$ cat src/verilog/kuz_round_counter.sv
`timescale 1ns/1ps
`default_nettype none

module kuz_round_counter #(
  parameter int unsigned CNT_W = 5
) (
  input  logic             clk_i,
  input  logic             rst_n_i,
  input  logic             load_i,
  input  logic [CNT_W-1:0] init_i,
  output logic [CNT_W-1:0] count_o,
  output logic             last_o
);

  logic [CNT_W-1:0] count_q;

  // parks at zero once run out.
  always_ff @(posedge clk_i or negedge rst_n_i) begin
    if (!rst_n_i) begin
      count_q <= '0;
    end else if (load_i) begin
      count_q <= init_i;
    end else if (count_q != '0) begin
      count_q <= count_q - 1'b1;
    end
  end

  assign count_o = count_q;
  assign last_o  = (count_q == '0);

endmodule

`default_nettype wire

$ cat config.mk
export PLATFORM = sky130hd
export DESIGN_NAME = kuz_round_counter
export DESIGN_NICKNAME = d
export VERILOG_FILES = /design/src/verilog/kuz_round_counter.sv
export SDC_FILE = /design/constraint.sdc
export NUM_CORES = 1
export LEC_CHECK = 0
export BUFFER_PORTS_ARGS = -buffer_cell sky130_fd_sc_hd__buf_2
export CORE_AREA = 10 10 47 49
export DETAILED_ROUTE_END_ITERATION = 7
export DIE_AREA = 0 0 57 59
export GPL_TIMING_DRIVEN = 1
export PLACE_DENSITY = 0.41
export SETUP_SLACK_MARGIN = 0.15
export SLEW_MARGIN = 5
export SYNTH_ARGS = -nofsm -noshare
export SYNTH_HDL_FRONTEND = slang
export SYNTH_SLANG_ARGS = --single-unit
$ cat constraint.sdc
create_clock -name clk_i -period 1.39 [get_ports clk_i]
set_input_delay 0.0695 -clock clk_i [delete_from_list [all_inputs] [get_ports clk_i]]
set_output_delay 0.0695 -clock clk_i [all_outputs]
set_load 0.03 [all_outputs]
After elaboration in Yosys (flattened, before gate mapping). Cells that the tools add are included.

Flip-flop bits (word level): 5. Input bits: 8. Output and inout port bits: 6. Word-level logic and storage cells: 7.

Add/subtract/negate cells: 1. Multiplexer cells: 2. Reduce and logical (&&, ||, !) cells: 3.

Operators with widths (count): 5-bit 2-to-1 mux (2); 5-bit logical NOT (1); 5-bit nonzero test (1); 5-bit by 1-bit subtractor with 5-bit output, second input constant (1); 2-bit nonzero test (1).

Longest topological paths before layout. Gate-level depths: netlist of the first run.

Depth in word-level cells: 3. Depth in mapped cells: 5. Mapped depth without buffers: 5.

Worst setup path after synthesis of the first run. OpenSTA, ideal clock, no wires.

Path type: reg2reg. Start: register count_q[0], in the netlist count_o[0]. End: register count_q[1], in the netlist count_o[1]. Library setup time: 75 ps. Arrival: 1860 ps. Required time: 1315 ps. Slack: -545 ps. Cell stages (with the launch flop): 6. Path buffers: 0. Period minus slack after synthesis: 1935 ps. Path through: dfrtp_1 > inv_1 > ha_1 > nor4b_4 > mux2_2 > o21ai_2.

Cells in the longest elaborated chain, start to end: 3.

RTL lines: start, declared (RTL line 15) `logic [CNT_W-1:0] count_q;`; start signal, assigned (RTL line 22) `count_q <= init_i;`; start signal, assigned (RTL line 24) `count_q <= count_q - 1'b1;`; 5-bit by 1-bit subtractor with 5-bit output (RTL line 24); 5-bit 2-to-1 mux (RTL line 23) `end else if (count_q != '0) begin`; 5-bit 2-to-1 mux (RTL line 21) `end else if (load_i) begin`.

Parallel ways exist; a longest one is shown, timed or not. The select of a mux whose other input is x is not followed. A chain may end at the register's enable or synchronous reset.

Final worst setup path of the first run.
Start: register count_q[1], in the netlist count_o[1]. End: register count_q[1], in the netlist count_o[1].

Same word-level chain as after synthesis.

==> results.py, run 1 <==
metrics = {
    "sta": {
        "slew_violations": 0,
        "fin_crit_sh": 1.05,
        "min_period_ns": 1.46,
        "setup_violations": 3,
        "layout_setup_ws_ns": -0.0741,
        "skew_ns": 0.000197,
        "hold_viol_final": 0,
        "rsz0062_at_grt": "true",
        "fmax_ghz": 0.683,
        "relSlewSlack": 0.840,
        "tightest_slew_ns": 0.239,
    },
    "run_status": {
        "outcome": "finished with violations",
        "violations": "negative setup slack",
    },
    "global_routing": {
        "grt_pass1_vias": 352,
        "grt_max_degree": 11,
        "grt_antenna_before_repair": 0,
        "grt_usage": 0.0624,
        "grt_pass1_wl_mm": 1.60,
        "grt_overflow": 0,
    },
    "floorplan": {
        "core_um2": 1400,
        "initial_core_util": 0.199,
        "fp.dieH_um": 59,
        "die-area_um2": 3360,
        "die_w_um": 57,
        "std_cell_rows": 14,
        "top_level_ports": 14,
    },
    "drt": {
        "via_per_inst": 4.41,
        "drc": 0,
        "dr_total_vias": 313,
        "routed_wl_um": 962,
        "drtIter0Drc": 3,
        "dr.pass1.iters": 4,
        "wl_per_cell_um": 13.5,
        "ant_nets": 0,
    },
    "layout": {
        "area_growth_pct": 91.5,
        "post_route_cells_drive_above_1_share": 0.709,
        "largest_register_ffs": 5,
        "fin_util": 0.381,
        "fin_nets": 65,
        "n_antenna_cell": 0,
    },
    "logic_synthesis": {
        "yosys_warnings": 0,
        "synthDistinctLibCells": 13,
        "ys_ff_latch": 5,
        "yosysSeqAreaShare": 0.448,
        "synth.net_count": 36,
        "syn_inst": 27,
        "syn_area_um2": 279,
        "syn_area_per_cell_um2": 10.3,
    },
    "placement": {
        "gp_congestion": 0.763,
        "dp_hpwl_um": 669,
        "io_buffers": 13,
        "preCtsSetupSlack_ns": 0.00576,
    },
    "hold_path": {
        "whs_endpoint": "count_o[1]$_DFFE_PN0P_",
        "hp-class": "in2reg",
        "min_path_cells": 3,
        "hold_start": "init_i[1]",
    },
    "pwr": {
        "ir_drop_v": 0.000560,
        "p_clk_frac": 0.235,
        "power_density_nw_per_um2": 1380,
        "power_frac_comb": 0.492,
        "seqPwrFrac": 0.273,
        "p_int_mw": 0.465,
        "switching_share": 0.368,
        "switchingPower_mw": 0.270,
        "p_leak_nw": 0.257,
    },
    "critical_path": {
        "cp.arrival_ns": 1.63,
        "critPathKind": "reg2reg",
        "cp.required_ns": 1.56,
        "regToRegSetupSlack_ns": -0.07,
        "critPathLaunchType": "register",
        "r2r_cells": 6,
        "critPathLaunch": "count_o[1]$_DFFE_PN0P_",
        "crit_path_end_kind": "register",
        "critPathMaxFanout": 2,
        "worstReg2RegStart": "count_o[1]$_DFFE_PN0P_",
        "reg2reg_to": "count_o[1]$_DFFE_PN0P_",
    },
    "clock_tree": {
        "insertion_delay_ns": 0.24,
        "cts_tree": "done",
        "clock_path_buffers": 2,
        "path_clk_slew_ns": 0.05,
        "cts.sink_count": 5,
        "clockRootBuffer": "clkbuf_4",
        "h-tree-depth": 1,
        "cts_made_buffers": 3,
    },
    "run": {
        "maxCapViolations": 0,
    },
}
-- worst max path at each step --
stage / end / slack (ns) / cells after the start
final: count_o[1]$_DFFE_PN0P_ / -0.07 / 6
after global routing: last_o / -0.12 / 5
after global placement: count_o[0]$_DFFE_PN0P_ / 0.04 / 6
after floorplan: count_o[1]$_DFFE_PN0P_ / -0.39 / 5
after CTS: count_o[1]$_DFFE_PN0P_ / -0.04 / 6
after detailed placement: count_o[1]$_DFFE_PN0P_ / 0.006 / 5
-- Yosys cell counts (all sizes together) --
master	instances	area, um2
inv	3	11.3
nor4b	1	23.8
ha	1	12.5
xnor2	3	26.3
nor3	1	5.00
nand2	5	18.8
clkbuf	1	3.75
o21ai	3	18.8
mux2	1	11.3
o31ai	3	22.5
dfrtp	5	125
-- metrics by stage --
stage                     power (mW)  std cells  instance area (um2)  hold slack [ns]  TNS (ns)
after floorplan                0.388         27                  298           -0.226    -0.863
after global placement         0.492         60                  417           -0.105         0
after detailed placement       0.495         60                  417           -0.102         0
after CTS                      0.724         70                  508           0.0230   -0.0730
after global routing           0.797         71                  534           0.0314    -0.357
final                          0.735         71                  534           0.0371    -0.162
-- critical path, stage by stage, from the launching register on --
cell and delay (ns):
dfrtp_2 0.41, inv_2 0.08, ha_4 0.13, nor4b_4 0.22, buf_4 0.17, mux2_4 0.29
o21ai_2 0.10
-- final cells by class --
class,instances,area [um2]
Clock buffer,4,26.3
Fill cell,155,867
Inverter,3,11.3
Multi-Input combinational cell,18,178
Sequential cell,5,128
Tap cell,16,20.0
Timing Repair Buffer,25,171
-- layer usage --
| metal | track usage | part of all wire |
|---|---|---|
| met1 | 0.0588 | 0.42 |
| met2 | 0.0977 | 0.46 |
| met3 | 0.0494 | 0.11 |
| met4 | 0.0302 | 0 |
| met5 | 0 | 0 |
-- what timing repair did --
item | in CTS | in global routing
hold buffers | 1 | 0
resized for setup | 4 | 5
pin swaps | 1 | 1
hold endpoints to repair | 5 | 0
endpoints found under the setup margin | 5 | 6
setup buffers | 5 | 1
-- logic make-up after synthesis --
kind of cell               after synthesis  share of synthesized area
AOI/OAI and AO/OA                        6                      0.148
xor gates and xnor gates                 3                     0.0942
muxes                                    1                     0.0404
buffers and inverters                    4                     0.0538
and+or+nand+nor                          7                      0.170
adders and majority gates                1                     0.0448
DFF                                      5                      0.448
-- power groups by stage --
stage	clock [mW]	sequential (mW)	combinational [mW]
2_1_floorplan	0	0.264	0.124
3_3_place_gp	0	0.203	0.289
3_5_place_dp	0	0.202	0.294
4_1_cts	0.183	0.200	0.341
5_1_grt	0.199	0.205	0.393
6_report	0.172	0.201	0.362
-- cell usage in the layout (no fill, tap or decap), drive strengths merged --
| cell type | netlist | layout |
|---|---|---|
| buf | 0 | 24 |
| clkbuf | 1 | 4 |
| dfrtp | 5 | 5 |
| dlygate4sd3 | 0 | 1 |
| ha | 1 | 1 |
| inv | 3 | 3 |
| mux2 | 1 | 1 |
| nand2 | 5 | 5 |
| nor3 | 1 | 1 |
| nor4b | 1 | 1 |
| o21ai | 3 | 3 |
| o31ai | 3 | 3 |
| xnor2 | 3 | 3 |
(Power assumes the default switching activity.)
==> run 2, diff against run 1 <==
PLACE_DENSITY = 0.4   (was 0.41)
clock period = 1.6 ns   (was 1.39 ns; I/O delays follow)
==> results.py, run 2 (synthesis gave the netlist of run 1 again) <==
metrics = {
    "drt": {
        "routed_wl_um": 905,
        "via_per_inst": 4.19,
        "ant_nets": 0,
        "dr.pass1.iters": 1,
        "dr_total_vias": 285,
        "wl_per_cell_um": 13.3,
        "drc": 0,
        "drtIter0Drc": 0,
    },
    "critical_path": {
        "regToRegSetupSlack_ns": 0.14,
        "crit_end": "last_o",
        "cp.arrival_ns": 1.38,
        "critPathLaunchType": "register",
        "crit_path_end_kind": "output pin",
        "critPathMaxFanout": 3,
        "r2r_cells": 6,
        "reg2reg_to": "count_o[1]$_DFFE_PN0P_",
        "cp.required_ns": 1.52,
        "critPathKind": "reg2out",
        "critPathLaunch": "count_o[0]$_DFFE_PN0P_",
        "worstReg2RegStart": "count_o[0]$_DFFE_PN0P_",
    },
    "floorplan": {
        "die_w_um": 57,
        "die-area_um2": 3360,
        "std_cell_rows": 14,
        "top_level_ports": 14,
        "core_um2": 1400,
        "initial_core_util": 0.199,
        "fp.dieH_um": 59,
    },
    "sta": {
        "layout_setup_ws_ns": 0.145,
        "relSlewSlack": 0.833,
        "hold_viol_final": 0,
        "rsz0062_at_grt": "true",
        "tns_ns": 0,
        "min_period_ns": 1.46,
        "holdWs_ns": 0.0342,
        "setup_violations": 0,
        "skew_ns": 0.00655,
        "fmax_ghz": 0.687,
        "fin_crit_sh": 0.910,
        "tightest_slew_ns": 0.250,
        "slew_violations": 0,
    },
    "layout": {
        "n_antenna_cell": 0,
        "post_route_cells_drive_above_1_share": 0.654,
        "fin_cells": 68,
        "final_cell_area_um2": 494,
        "largest_register_ffs": 5,
        "regArea_um2": 128,
        "final_cell_mix": "buf_2 (12), buf_4 (7), nand2_1 (5)",
        "area_growth_pct": 77.1,
        "layout_commonest_cell": "buf_2",
        "num-fill-cells": 156,
        "fin_nets": 62,
        "fin_util": 0.353,
        "multi_input_area_um2": 163,
    },
    "global_routing": {
        "grt_pass1_vias": 319,
        "grt_usage": 0.0563,
        "grt_pass1_wl_mm": 1.42,
        "grt_overflow": 0,
        "grt_antenna_before_repair": 0,
        "grt_max_degree": 11,
    },
    "pwr": {
        "switching_share": 0.376,
        "seqPwrFrac": 0.306,
        "p_int_mw": 0.375,
        "ir_drop_v": 0.000425,
        "power_density_nw_per_um2": 1210,
        "power_frac_comb": 0.440,
        "switchingPower_mw": 0.226,
        "p_clk_frac": 0.254,
        "p_leak_nw": 0.241,
        "total_power_mw": 0.600,
    },
    "placement": {
        "dp_hpwl_um": 662,
        "preCtsSetupSlack_ns": 0.233,
        "gp_congestion": 0.762,
        "io_buffers": 13,
        "placed_cells": 56,
        "placed_area_um2": 387,
    },
    "clock_tree": {
        "clock_path_buffers": 2,
        "cts_made_buffers": 3,
        "h-tree-depth": 1,
        "cts_tree": "done",
        "insertion_delay_ns": 0.25,
        "cts.sink_count": 5,
        "path_clk_slew_ns": 0.05,
        "clockRootBuffer": "clkbuf_4",
    },
    "hold_path": {
        "hp-class": "in2reg",
        "hold_start": "init_i[3]",
    },
    "run": {
        "maxCapViolations": 0,
    },
    "run_status": {
        "outcome": "completed",
    },
}
run 2: power by group through the flow:
| stage | Sequential, mW | Combinational (mW) | Clock, mW |
|---|---|---|---|
| 3_3_place_gp | 0.188 | 0.211 | 0 |
| 6_report | 0.184 | 0.264 | 0.152 |
| 2_1_floorplan | 0.229 | 0.108 | 0 |
| 4_1_cts | 0.186 | 0.242 | 0.161 |
| 3_5_place_dp | 0.190 | 0.212 | 0 |
| 5_1_grt | 0.188 | 0.287 | 0.165 |
run 2: worst min path at each step:
stage,endpoint,cells after the start
finish,count_o[3]$_DFFE_PN0P_,3
global route,count_o[2]$_DFFE_PN0P_,3
CTS,count_o[2]$_DFFE_PN0P_,3
detailed placement,count_o[2]$_DFFE_PN0P_,1
global placement,count_o[4]$_DFFE_PN0P_,1
floorplan,count_o[0]$_DFFE_PN0P_,0
run 2: cell type report:
class	instances	area share
well taps	16	0.0405
multi-input cells	18	0.329
clock buffers	3	0.0456
inverters	3	0.0228
clock inverters	1	0.0101
repair buffers	22	0.294
flip-flops and latches	5	0.258
run 2: routing by layer:
metal,share of wire,track usage,up-vias
met3,0.10,0.0429,2
met5,0,0,-
met4,0.014,0.0302,0
li1,-,-,142
met2,0.48,0.0915,13
met1,0.40,0.0502,128
run 2: timing repair:
| action | 4_1_cts | 5_1_grt |
|---|---|---|
| endpoints found under the hold margin | 5 | 0 |
| buffers inserted | 4 | 3 |
| hold buffers | 1 | 0 |
| pin swaps | 0 | 1 |
| resized for setup | 2 | 2 |
| setup endpoints to repair | 1 | 3 |
run 2: worst max-delay path: stages (launching register included):
cell,delay [ns]
dfrtp_2,0.41
inv_2,0.08
ha_4,0.14
nor4b_4,0.21
buf_4,0.17
buf_6,0.12
