File: src/verilog/kuz_pkg.sv
`default_nettype none

package kuz_pkg;

  // **********************************************************************
  // basic types.
  // **********************************************************************

  typedef logic [127:0] block_t;
  typedef logic [255:0] key_t;
  typedef logic [3:0]   key_idx_t;

  typedef enum logic {
    OP_ENCRYPT,
    OP_DECRYPT
  } op_e;

  typedef enum logic [1:0] {
    ST_IDLE,
    ST_EXPAND,
    ST_READY,
    ST_CRYPT
  } state_e;

  typedef struct packed {
    op_e    op;
    block_t data;
  } crypt_req_t;

  // feistel iterations of the key schedule, eight per round-key pair.
  localparam int unsigned KEY_ITERS = 32;
  // full rounds, the tenth key is only xored.
  localparam int unsigned ROUNDS = 9;

  // **********************************************************************
  // substitution pi and its inverse.
  // **********************************************************************

  localparam logic [7:0] SBOX_FWD [256] = '{
    252, 238, 221, 17, 207, 110, 49, 22, 251, 196, 250, 218, 35, 197, 4, 77,
    233, 119, 240, 219, 147, 46, 153, 186, 23, 54, 241, 187, 20, 205, 95, 193,
    249, 24, 101, 90, 226, 92, 239, 33, 129, 28, 60, 66, 139, 1, 142, 79,
    5, 132, 2, 174, 227, 106, 143, 160, 6, 11, 237, 152, 127, 212, 211, 31,
    235, 52, 44, 81, 234, 200, 72, 171, 242, 42, 104, 162, 253, 58, 206, 204,
    181, 112, 14, 86, 8, 12, 118, 18, 191, 114, 19, 71, 156, 183, 93, 135,
    21, 161, 150, 41, 16, 123, 154, 199, 243, 145, 120, 111, 157, 158, 178, 177,
    50, 117, 25, 61, 255, 53, 138, 126, 109, 84, 198, 128, 195, 189, 13, 87,
    223, 245, 36, 169, 62, 168, 67, 201, 215, 121, 214, 246, 124, 34, 185, 3,
    224, 15, 236, 222, 122, 148, 176, 188, 220, 232, 40, 80, 78, 51, 10, 74,
    167, 151, 96, 115, 30, 0, 98, 68, 26, 184, 56, 130, 100, 159, 38, 65,
    173, 69, 70, 146, 39, 94, 85, 47, 140, 163, 165, 125, 105, 213, 149, 59,
    7, 88, 179, 64, 134, 172, 29, 247, 48, 55, 107, 228, 136, 217, 231, 137,
    225, 27, 131, 73, 76, 63, 248, 254, 141, 83, 170, 144, 202, 216, 133, 97,
    32, 113, 103, 164, 45, 43, 9, 91, 203, 155, 37, 208, 190, 229, 108, 82,
    89, 166, 116, 210, 230, 244, 180, 192, 209, 102, 175, 194, 57, 75, 99, 182
  };

  localparam logic [7:0] SBOX_INV [256] = '{
    165, 45, 50, 143, 14, 48, 56, 192, 84, 230, 158, 57, 85, 126, 82, 145,
    100, 3, 87, 90, 28, 96, 7, 24, 33, 114, 168, 209, 41, 198, 164, 63,
    224, 39, 141, 12, 130, 234, 174, 180, 154, 99, 73, 229, 66, 228, 21, 183,
    200, 6, 112, 157, 65, 117, 25, 201, 170, 252, 77, 191, 42, 115, 132, 213,
    195, 175, 43, 134, 167, 177, 178, 91, 70, 211, 159, 253, 212, 15, 156, 47,
    155, 67, 239, 217, 121, 182, 83, 127, 193, 240, 35, 231, 37, 94, 181, 30,
    162, 223, 166, 254, 172, 34, 249, 226, 74, 188, 53, 202, 238, 120, 5, 107,
    81, 225, 89, 163, 242, 113, 86, 17, 106, 137, 148, 101, 140, 187, 119, 60,
    123, 40, 171, 210, 49, 222, 196, 95, 204, 207, 118, 44, 184, 216, 46, 54,
    219, 105, 179, 20, 149, 190, 98, 161, 59, 22, 102, 233, 92, 108, 109, 173,
    55, 97, 75, 185, 227, 186, 241, 160, 133, 131, 218, 71, 197, 176, 51, 250,
    150, 111, 110, 194, 246, 80, 255, 93, 169, 142, 23, 27, 151, 125, 236, 88,
    247, 31, 251, 124, 9, 13, 122, 103, 69, 135, 220, 232, 79, 29, 78, 4,
    235, 248, 243, 62, 61, 189, 138, 136, 221, 205, 11, 19, 152, 2, 147, 128,
    144, 208, 36, 52, 203, 237, 244, 206, 153, 16, 68, 64, 146, 58, 1, 38,
    18, 26, 72, 104, 245, 129, 139, 199, 214, 32, 10, 8, 0, 76, 215, 116
  };

  // **********************************************************************
  // linear feedback, coefficient 0 weights the most significant byte.
  // **********************************************************************

  localparam logic [7:0] LIN_COEF [16] = '{
    148, 32, 133, 16, 194, 192, 1, 251,
    1, 192, 194, 16, 133, 32, 148, 1
  };

  // shift-and-add multiply, reduced by x^8+x^7+x^6+x+1.
  function automatic logic [7:0] gf_mul(input logic [7:0] a, input logic [7:0] b);
    logic [7:0] prod;
    logic [7:0] acc;
    prod = '0;
    acc  = a;
    for (int i = 0; i < 8; i++) begin
      if (b[i]) begin
        prod = prod ^ acc;
      end
      acc = {acc[6:0], 1'b0} ^ (acc[7] ? 8'hc3 : 8'h00);
    end
    return prod;
  endfunction

endpackage

`default_nettype wire

File: src/verilog/kuz_ctrl_fsm.sv
`timescale 1ns/1ps
`default_nettype none

module kuz_ctrl_fsm #(
  parameter int unsigned CNT_W = 5
) (
  input  logic              clk_i,
  input  logic              rst_n_i,
  input  logic              key_load_i,
  input  logic              start_i,
  input  kuz_pkg::op_e      req_op_i,
  input  logic [CNT_W-1:0]  count_i,
  input  logic              last_i,
  output logic              cnt_load_o,
  output logic [CNT_W-1:0]  cnt_init_o,
  output logic              exp_start_o,
  output logic              exp_step_o,
  output kuz_pkg::key_idx_t key_sel_o,
  output logic              load_o,
  output logic              round_en_o,
  output logic              finish_o,
  output kuz_pkg::op_e      op_o,
  output logic              key_ready_o
);

  localparam logic [CNT_W-1:0] INIT_EXP = CNT_W'(kuz_pkg::KEY_ITERS - 1);
  localparam logic [CNT_W-1:0] INIT_RND = CNT_W'(kuz_pkg::ROUNDS - 1);
  localparam kuz_pkg::key_idx_t LAST_KEY = 4'(kuz_pkg::ROUNDS);

  kuz_pkg::state_e state_q;
  kuz_pkg::state_e state_d;
  kuz_pkg::op_e    op_q;
  logic            fin_q;
  logic            key_ready_q;
  logic            accept_key;
  logic            accept_blk;

  // a key load wins over a start in the same cycle.
  assign accept_key = key_load_i &&
                      (state_q == kuz_pkg::ST_IDLE || state_q == kuz_pkg::ST_READY);
  assign accept_blk = start_i && !key_load_i && key_ready_q &&
                      (state_q == kuz_pkg::ST_READY);

  always_comb begin
    state_d = state_q;
    case (state_q)
      kuz_pkg::ST_IDLE: begin
        if (accept_key) begin
          state_d = kuz_pkg::ST_EXPAND;
        end
      end
      kuz_pkg::ST_EXPAND: begin
        if (last_i) begin
          state_d = kuz_pkg::ST_READY;
        end
      end
      kuz_pkg::ST_READY: begin
        if (accept_key) begin
          state_d = kuz_pkg::ST_EXPAND;
        end else if (accept_blk) begin
          state_d = kuz_pkg::ST_CRYPT;
        end
      end
      kuz_pkg::ST_CRYPT: begin
        if (fin_q) begin
          state_d = kuz_pkg::ST_READY;
        end
      end
      default: state_d = kuz_pkg::ST_IDLE;
    endcase
  end

  always_ff @(posedge clk_i or negedge rst_n_i) begin
    if (!rst_n_i) begin
      state_q     <= kuz_pkg::ST_IDLE;
      op_q        <= kuz_pkg::OP_ENCRYPT;
      fin_q       <= 1'b0;
      key_ready_q <= 1'b0;
    end else begin
      state_q     <= state_d;
      fin_q       <= round_en_o && last_i;
      // trails the state by one cycle.
      key_ready_q <= (state_q == kuz_pkg::ST_READY) || (state_q == kuz_pkg::ST_CRYPT);
      if (accept_blk) begin
        op_q <= req_op_i;
      end
    end
  end

  assign cnt_load_o  = accept_key || accept_blk;
  assign cnt_init_o  = accept_key ? INIT_EXP : INIT_RND;
  assign exp_start_o = accept_key;
  assign exp_step_o  = (state_q == kuz_pkg::ST_EXPAND);
  assign load_o      = accept_blk;
  assign round_en_o  = (state_q == kuz_pkg::ST_CRYPT) && !fin_q;
  assign finish_o    = fin_q;
  assign op_o        = accept_blk ? req_op_i : op_q;
  assign key_ready_o = key_ready_q;

  // encrypt walks K1 up to K10, decrypt starts at K10 and walks down.
  always_comb begin
    if (accept_blk) begin
      key_sel_o = (req_op_i == kuz_pkg::OP_DECRYPT) ? LAST_KEY : '0;
    end else if (op_q == kuz_pkg::OP_ENCRYPT) begin
      key_sel_o = fin_q ? LAST_KEY : kuz_pkg::key_idx_t'(kuz_pkg::ROUNDS - 1 - count_i);
    end else begin
      key_sel_o = kuz_pkg::key_idx_t'(count_i);
    end
  end

endmodule

`default_nettype wire

File: config.mk
export PLATFORM = sky130hd
export DESIGN_NAME = kuz_ctrl_fsm
export DESIGN_NICKNAME = d
export VERILOG_FILES = /design/src/verilog/kuz_pkg.sv /design/src/verilog/kuz_ctrl_fsm.sv
export SDC_FILE = /design/constraint.sdc
export NUM_CORES = 1
export LEC_CHECK = 0
export ABC_AREA = 1
export ABC_CLOCK_PERIOD_IN_PS = 2000
export BUFFER_PORTS_ARGS = -buffer_cell sky130_fd_sc_hd__buf_4
export CAP_MARGIN = 10
export CORE_AREA = 2 2 39 41
export CTS_BUF_LIST = sky130_fd_sc_hd__clkbuf_16
export DETAILED_ROUTE_END_ITERATION = 8
export DIE_AREA = 0 0 41 43
export SLEW_MARGIN = 20
export SYNTH_ARGS = -nofsm -noshare
export SYNTH_HDL_FRONTEND = slang
export SYNTH_SLANG_ARGS = --single-unit
File: constraint.sdc
create_clock -name clk_i -period 2 [get_ports clk_i]
set_clock_uncertainty 0.2 [all_clocks]
set_input_delay 0.6 -clock clk_i [delete_from_list [all_inputs] [get_ports clk_i]]
set_output_delay 0.6 -clock clk_i [all_outputs]
set_load 0.01 [all_outputs]
## Yosys cells after proc, flatten, opt, wreduce, memory -nomap -nowiden

Index checks and enable logic that the tools add are counted.

| word-level totals | value |
|---|---|
| register bits | 5 |
| output and inout port bits | 17 |
| bits in writable memories | 0 |
| memory bits (read-only) | 0 |
| latch bits | 0 |
| memories kept | 0 |

| operators by class | value |
|---|---|
| multiply operators | 0 |
| divide/modulo/power cells | 0 |
| shifts and indexed selects | 0 |
| eq/ne operators | 7 |
| $lt $le $gt $ge | 0 |
| reductions and logical operators | 13 |
| bitwise logic cells | 0 |
| muxes and demuxes | 12 |
| $add $sub $neg | 1 |

Operator list:

| kind | number |
|---|---|
| $mux 4 | 4 |
| $mux 2 | 5 |
| $pmux 2 s4 | 1 |
| $logic_and 1x1->1 | 6 |
| $ne 2x2->1 const B | 3 |
| $mux 5 | 1 |
| $eq 2x2->1 const B | 2 |
| $reduce_and 4->1 | 1 |
| $sub 4x4->4 const A | 1 |
| $logic_or 1x1->1 | 3 |
| $ne 3x3->1 const B | 1 |
| $eq 2x1->1 const B | 1 |
| $logic_not 1->1 | 2 |
| $logic_not 2->1 | 1 |
| $mux 1 | 1 |

## Depth between registers and ports, before layout

Gate-level depths: netlist of run 1.

| depth | value |
|---|---|
| word-level depth | 7 |
| depth in mapped cells | 7 |
| gate-level depth less buffers | 7 |

## Least setup slack after synthesis of run 1

No wires, ideal clock.

| path | value |
|---|---|
| path type | in2out |
| start point | in count_i[0] |
| end point | out key_sel_o[2] |
| data arrival time | 1.248 ns |
| required time | 1.200 ns |
| buffers on the path | 0 |
| slack | -0.048 ns |
| stages on the path | 5 |
| path through | inv_1 ha_1 nor2_1 xnor2_1 nor3_1 |

| between the ends | value |
|---|---|
| word-level cells in the longest chain between the ends | 4 |

RTL lines:

| item | line | text |
|---|---|---|
| start: declaration | kuz_ctrl_fsm.sv:12 | `input logic [CNT_W-1:0] count_i,` |
| $sub 4x4->4 | kuz_ctrl_fsm.sv:105 | `key_sel_o = fin_q ? LAST_KEY : kuz_pkg::key_idx_t'(kuz_pkg::ROUNDS - 1 - count_i);` |
| $mux 4 | kuz_ctrl_fsm.sv:105 |  |
| $mux 4 | kuz_ctrl_fsm.sv:104 | `end else if (op_q == kuz_pkg::OP_ENCRYPT) begin` |
| $mux 4 | kuz_ctrl_fsm.sv:102 | `if (accept_blk) begin` |
| end: declaration | kuz_ctrl_fsm.sv:18 | `output kuz_pkg::key_idx_t key_sel_o,` |

No other way between the ends.

## Worst setup path in the final report of run 1

| path | value |
|---|---|
| start point | in count_i[1] |
| end point | out key_sel_o[2] |

Same word-level chain as after synthesis.

==> run metrics, run 1 <==
vias in the first global route between 400 and 500; unrepaired setup endpoints after global routing yes; Tcrit/Tclk final 105.4%; Num CTS Buffers 3; Boundary Pins 28; DRT iter0 DRCs 1; # DRC 0; initial core utilization about 30%; H-tree levels 1; Worst-path clk slew roughly 30 ps; first-pass detailed-route iteration total 2; DR WL/cell between 9 and 10 microns; Area contributors post-synth dfrtp_1 (30%), inv_1 (12%), buf_4 (9.1%); layout cell share with drive strength beyond 1 69.00%; FP Rows 14; crit path DAT between 1000 and 1500 ps; final setup fails 12; Clock Latency Late Sink 220 ps; placed wire-length estimate 820.9 microns; core area 1384 sq um; Non-Filler Instances 116; area growth from synthesis to layout 128.0%; Mapped Avg Cell Area 6.619 sq um; DIE AREA approximately 1800 sq um; register area 125.1 sq um; first-pass GRT wire length around 1600 microns; die extent in x slightly above 40 microns; Worst Setup Start Kind primary input; Max Cap Viol 0; Seq/Total Area, Yosys 30.49%; routed vias 493; GRT Resource Usage Total between 10% and 20%; crit path time final 2107 ps; Synth cell types 17; status finished, violations left; synthesized area 410.4 sq um; Slew Viols, Final 0; #FFs+latches synth 5; final hold violation count 0; Syn Inst Count 62; antenna cells 0; Placed Cells incl. Taps 105; die height ~43 microns; worst slack, placed -192.9 ps; CTS tree done; Achievable Freq 0.4745 GHz; syn_nets 74; Root Buffer Master clkbuf_16; synth warn 0; Max clock buf depth 2; CTS Sinks 5; Worst Path Max Fanout 3; WP data required between 1000 and 1500 ps; Hold WC Path Type reg -> reg; Nets 113; Post-Route WL 1100 microns; power per cell area 1309 nW/um^2; failing checks setup timing; top cell type's share of synthesized area between 30 and 40%; antenna violations before repair 0; Fillers 111; crit end category output port; Final Core Density 67.63%; Lkg Pwr around 0.52 nW; Worst VDD drop 1405 uV; Multi-input gate area slightly below 300 sq um; overflow left after global routing 0; largest net degree at the start of global routing 8; Via density 4.250; post-route ant nets 0; final estimated routing congestion in global placement around 0.70; Port-buffer cells 25; Worst Setup Slack, final -107.4 ps; post-synth top area cell dfrtp_1; Setup CP Type in -> out
[stage by stage]
stage	power [W]	hold slack [ps]	area (sq um)	setup TNS [ps]
3_3_place_gp	0.0006994	203.9	641.9	-833.1
3_5_place_dp	0.0007050	202.9	641.9	-843.7
5_1_grt	0.001305	334.8	935.9	-1718
6_report	0.001225	320.2	935.9	-1112
2_1_floorplan	0.0004639	104.4	415.4	0
4_1_cts	0.001138	309.3	844.6	-742.9
[registers in the layout (all words and copies together) (netlist names)]
signal       count
finish_o         1
key_ready_o      1
op_q             1
state_q          2
[power breakdown]
group          internal (W)  total, W  leakage (nW)  switching [W]
logic              0.000388  0.000712         0.418       0.000324
clock network      0.000258  0.000316        0.0423      0.0000580
registers          0.000147  0.000197        0.0618      0.0000502
[what timing repair did]
| action | 4_1_cts | 5_1_grt |
|---|---|---|
| hold buffers | 1 | 0 |
| gates resized for setup | 36 | 14 |
| buffers inserted | 1 | 5 |
| endpoints found under the setup margin | 12 | 12 |
| endpoints found under the hold margin | 5 | 0 |
| pin swaps | 9 | 5 |
[worst paths after layout]
kind | startpoint | to | slack (ps) | cells past startpoint
worst max-delay path | count_i[1] | key_sel_o[2] | -110 | 7
worst min register to register | state_q[1] | key_ready_o | 320 | 1
worst max register to register | state_q[0] | state_q[1] | 580 | 8
min in group asynchronous | rst_n_i | key_ready_o | 510 | 2
max in group asynchronous | rst_n_i | state_q[0] | 980 | 2
worst min-delay path | state_q[1] | key_ready_o | 320 | 1
[logic make-up (layout without fill, tap and decap cells)]
kind of cell	count (synthesis)	after routing	share of synthesized area, %
AND/OR/NAND/NOR	30	30	35.67
AO/OA/AOI/OAI	4	4	4.878
buffers and inverters	20	58	22.87
flip-flops	5	5	30.49
adder cells (fa/ha/maj)	1	1	3.048
other	1	1	0.9138
XOR/XNOR	1	1	2.135
[synthesized netlist by cell type]
master,instances
conb_1,1
nor2_8,1
nand3_1,7
nor3_1,1
inv_2,1
o21ai_0,2
nand2_2,2
xnor2_1,1
nor2_2,1
clkbuf_1,1
nand2_1,10
a21oi_1,2
nor2_1,8
buf_4,5
dfrtp_1,5
inv_1,13
ha_1,1
[critical path, cell delays in order]
cell     delay (ps)
buf_8           100
inv_4            50
ha_4            130
nor2_4           30
xnor2_2         140
nor3_4          130
buf_6           120
[area by class of cell]
type,count,share of cell area [%]
clock buffer,3,8.021
clock inverter,1,0.4011
inverter,14,6.417
multi-input combinational,37,30.88
sequential,5,13.37
tap,16,2.139
timing repair buffer,40,38.77
[per-layer routing]
metal	track usage, %	routed length [microns]	vias to the layer above
li1	-	-	257
met1	13.03	423	216
met2	25.94	592	20
met3	4.712	85	0
met4	2.000	0	0
met5	0	0	-
[layout by cell type (no fill, tap or decap), drive strengths merged]
cell type    count
a21oi            2
inv             15
xnor2            1
dfrtp            5
conb             1
dlygate4sd3      1
o21ai            2
nand3            7
nor2            10
nand2           12
clkbuf           3
ha               1
nor3             1
buf             39
(Power assumes the default switching activity.)
==> run 2: changes to the inputs <==
ABC_CLOCK_PERIOD_IN_PS = 2700   (was 2000)
clock period = 2.7 ns   (was 2 ns; I/O delays follow)
==> run 2 against run 1 <==
Against the previous run:
- the run now ends clean
- critical path depth unchanged
- setup slack improved by 180 ps
- core utilization down 20 points
- final cell count is 13% lower
- combinational power fell by 54%
- clock power decreased by 25%
- first-iteration DRC count grew to 9.0 times the previous value
==> run metrics, run 2 (synthesis results as in run 1) <==
FP Rows 14; most common library cell in the layout ignoring fill and taps buf_4; most frequent cells in the layout buf_4 (25), inv_1 (14), nand2_1 (10); crit path DAT 1610 ps; status finished clean; Worst Path Buf+Inv 3; GRT Resource Usage Total 12.94%; overflow left after global routing 0; Post-Route WL around 960 microns; post-route ant nets 0; Slew Viols, Final 0; DIE AREA 1763 sq um; power per cell area 1079 nW/um^2; CTS tree done; Lkg Pwr approximately 0.40 nW; setup tns final 0 ps; most used cell, CP buf_4; number of flip-flops in the largest register 2; Final Core Density 47.56%; Worst Path Max Fanout 3; Setup CP Type in -> out; first-pass detailed-route iteration total 3; Port-buffer cells 25; Fillers 142; Worst Setup SP count_i[0]; core area 1384 sq um; area growth from synthesis to layout 60.37%; unrepaired setup endpoints after global routing no; vias in the first global route 357; Worst VDD drop 791.5 uV; CP max-delay cell ha_1; max incr delay on CP 190 ps; Clock Latency Late Sink 220 ps; WP data required 1690 ps; CP top delay family buffers and inverters; CP Cell Sequence buf_4, inv_1, ha_1, nor2_2, xnor2_1, nor3_1, buf_4; Achievable Freq 0.3813 GHz; Via density 4.277; Nets 98; first-pass GRT wire length 1573 microns; placed wire-length estimate 760.8 microns; Tcrit/Tclk final 97.14%; final hold violation count 0; crit path time final 2623 ps; FF-to-FF Start state_q[0]; final estimated routing congestion in global placement 0.7292; antenna violations before repair 0; Hold Buf Count CTS 0; Worst-path clk slew 30 ps; Worst Setup Start Kind primary input; layout cell share with drive strength beyond 1 40.00%; DR WL/cell 9.495 microns; die extent in x about 41 microns; final setup fails 0; largest net degree at the start of global routing 9; DRT iter0 DRCs 9; Hold WC Path Type in -> async; Biggest register state_q; # DRC 0; H-tree levels 1; Num CTS Buffers 3; Root Buffer Master clkbuf_16; routed vias 432; crit end category output port; antenna cells 0; Worst Reg-to-Reg Cells 5; initial core utilization 29.66%; CTS Sinks 5; die height 43 microns; Boundary Pins 28; Max clock buf depth 2; Crit path depth 7; Max Cap Viol 0
run 2: area by class of cell:
cell class                 instances  area, sq um  area share (%)
multi-input combinational         37        193.9           29.47
clock inverter                     1        3.754          0.5703
inverter                          14        52.55           7.985
clock buffer                       3        75.07           11.41
sequential                         5        125.1           19.01
tap                               16        20.02           3.042
timing repair buffer              25        187.7           28.52
run 2: where the power goes:
group | leakage [nW] | internal, W | total (W) | switching (W)
Clock | 0.0423 | 0.000192 | 0.000238 | 0.0000459
Combinational | 0.297 | 0.000155 | 0.000326 | 0.000170
Sequential | 0.0618 | 0.000109 | 0.000147 | 0.0000385
run 2: final timing paths:
| path | endpoint | slack, ps |
|---|---|---|
| max | key_sel_o[2] | 80 |
| min | state_q[0] | 180 |
| max reg2reg | op_q | 1370 |
| min reg2reg | key_ready_o | 250 |
| max in group asynchronous | key_ready_o | 2010 |
| min in group clk_i | key_ready_o | 250 |
run 2: metrics by stage:
stage	worst slack, ps	hold WS (ps)	cell area (sq um)	std cells	power, W
floorplan	232.0	291.0	410.4	62	0.0003406
global placement	90.83	238.8	576.8	97	0.0004672
detailed placement	57.49	242.6	576.8	97	0.0004732
CTS	54.19	179.0	655.6	101	0.0007163
global route	3.837	182.3	658.1	101	0.0007606
finish	77.30	179.0	658.1	101	0.0007104
run 2: what timing repair did:
item	CTS	global route
endpoints found under the hold margin	0	0
setup buffers	0	0
gates resized for setup	0	1
endpoints found under the setup margin	0	1
run 2: per-layer routing:
layer / wire, microns / track usage, % / share of wire [%] / vias up
met3: 49 / 0 / 5.1 / 2
met2: 494 / 16.88 / 52 / 11
met1: 398 / 20.39 / 42 / 194
met4: 16 / 8.000 / 1.7 / 0
li1: - / - / - / 225
met5: 0 / 0 / 0 / -
run 2: worst register-to-register path, cell delays in order (launching register included):
cell     delay, ps
dfrtp_1        420
nor2_2         150
nand2_2        100
nor2_8         150
nand2_2         80
o21ai_0        120
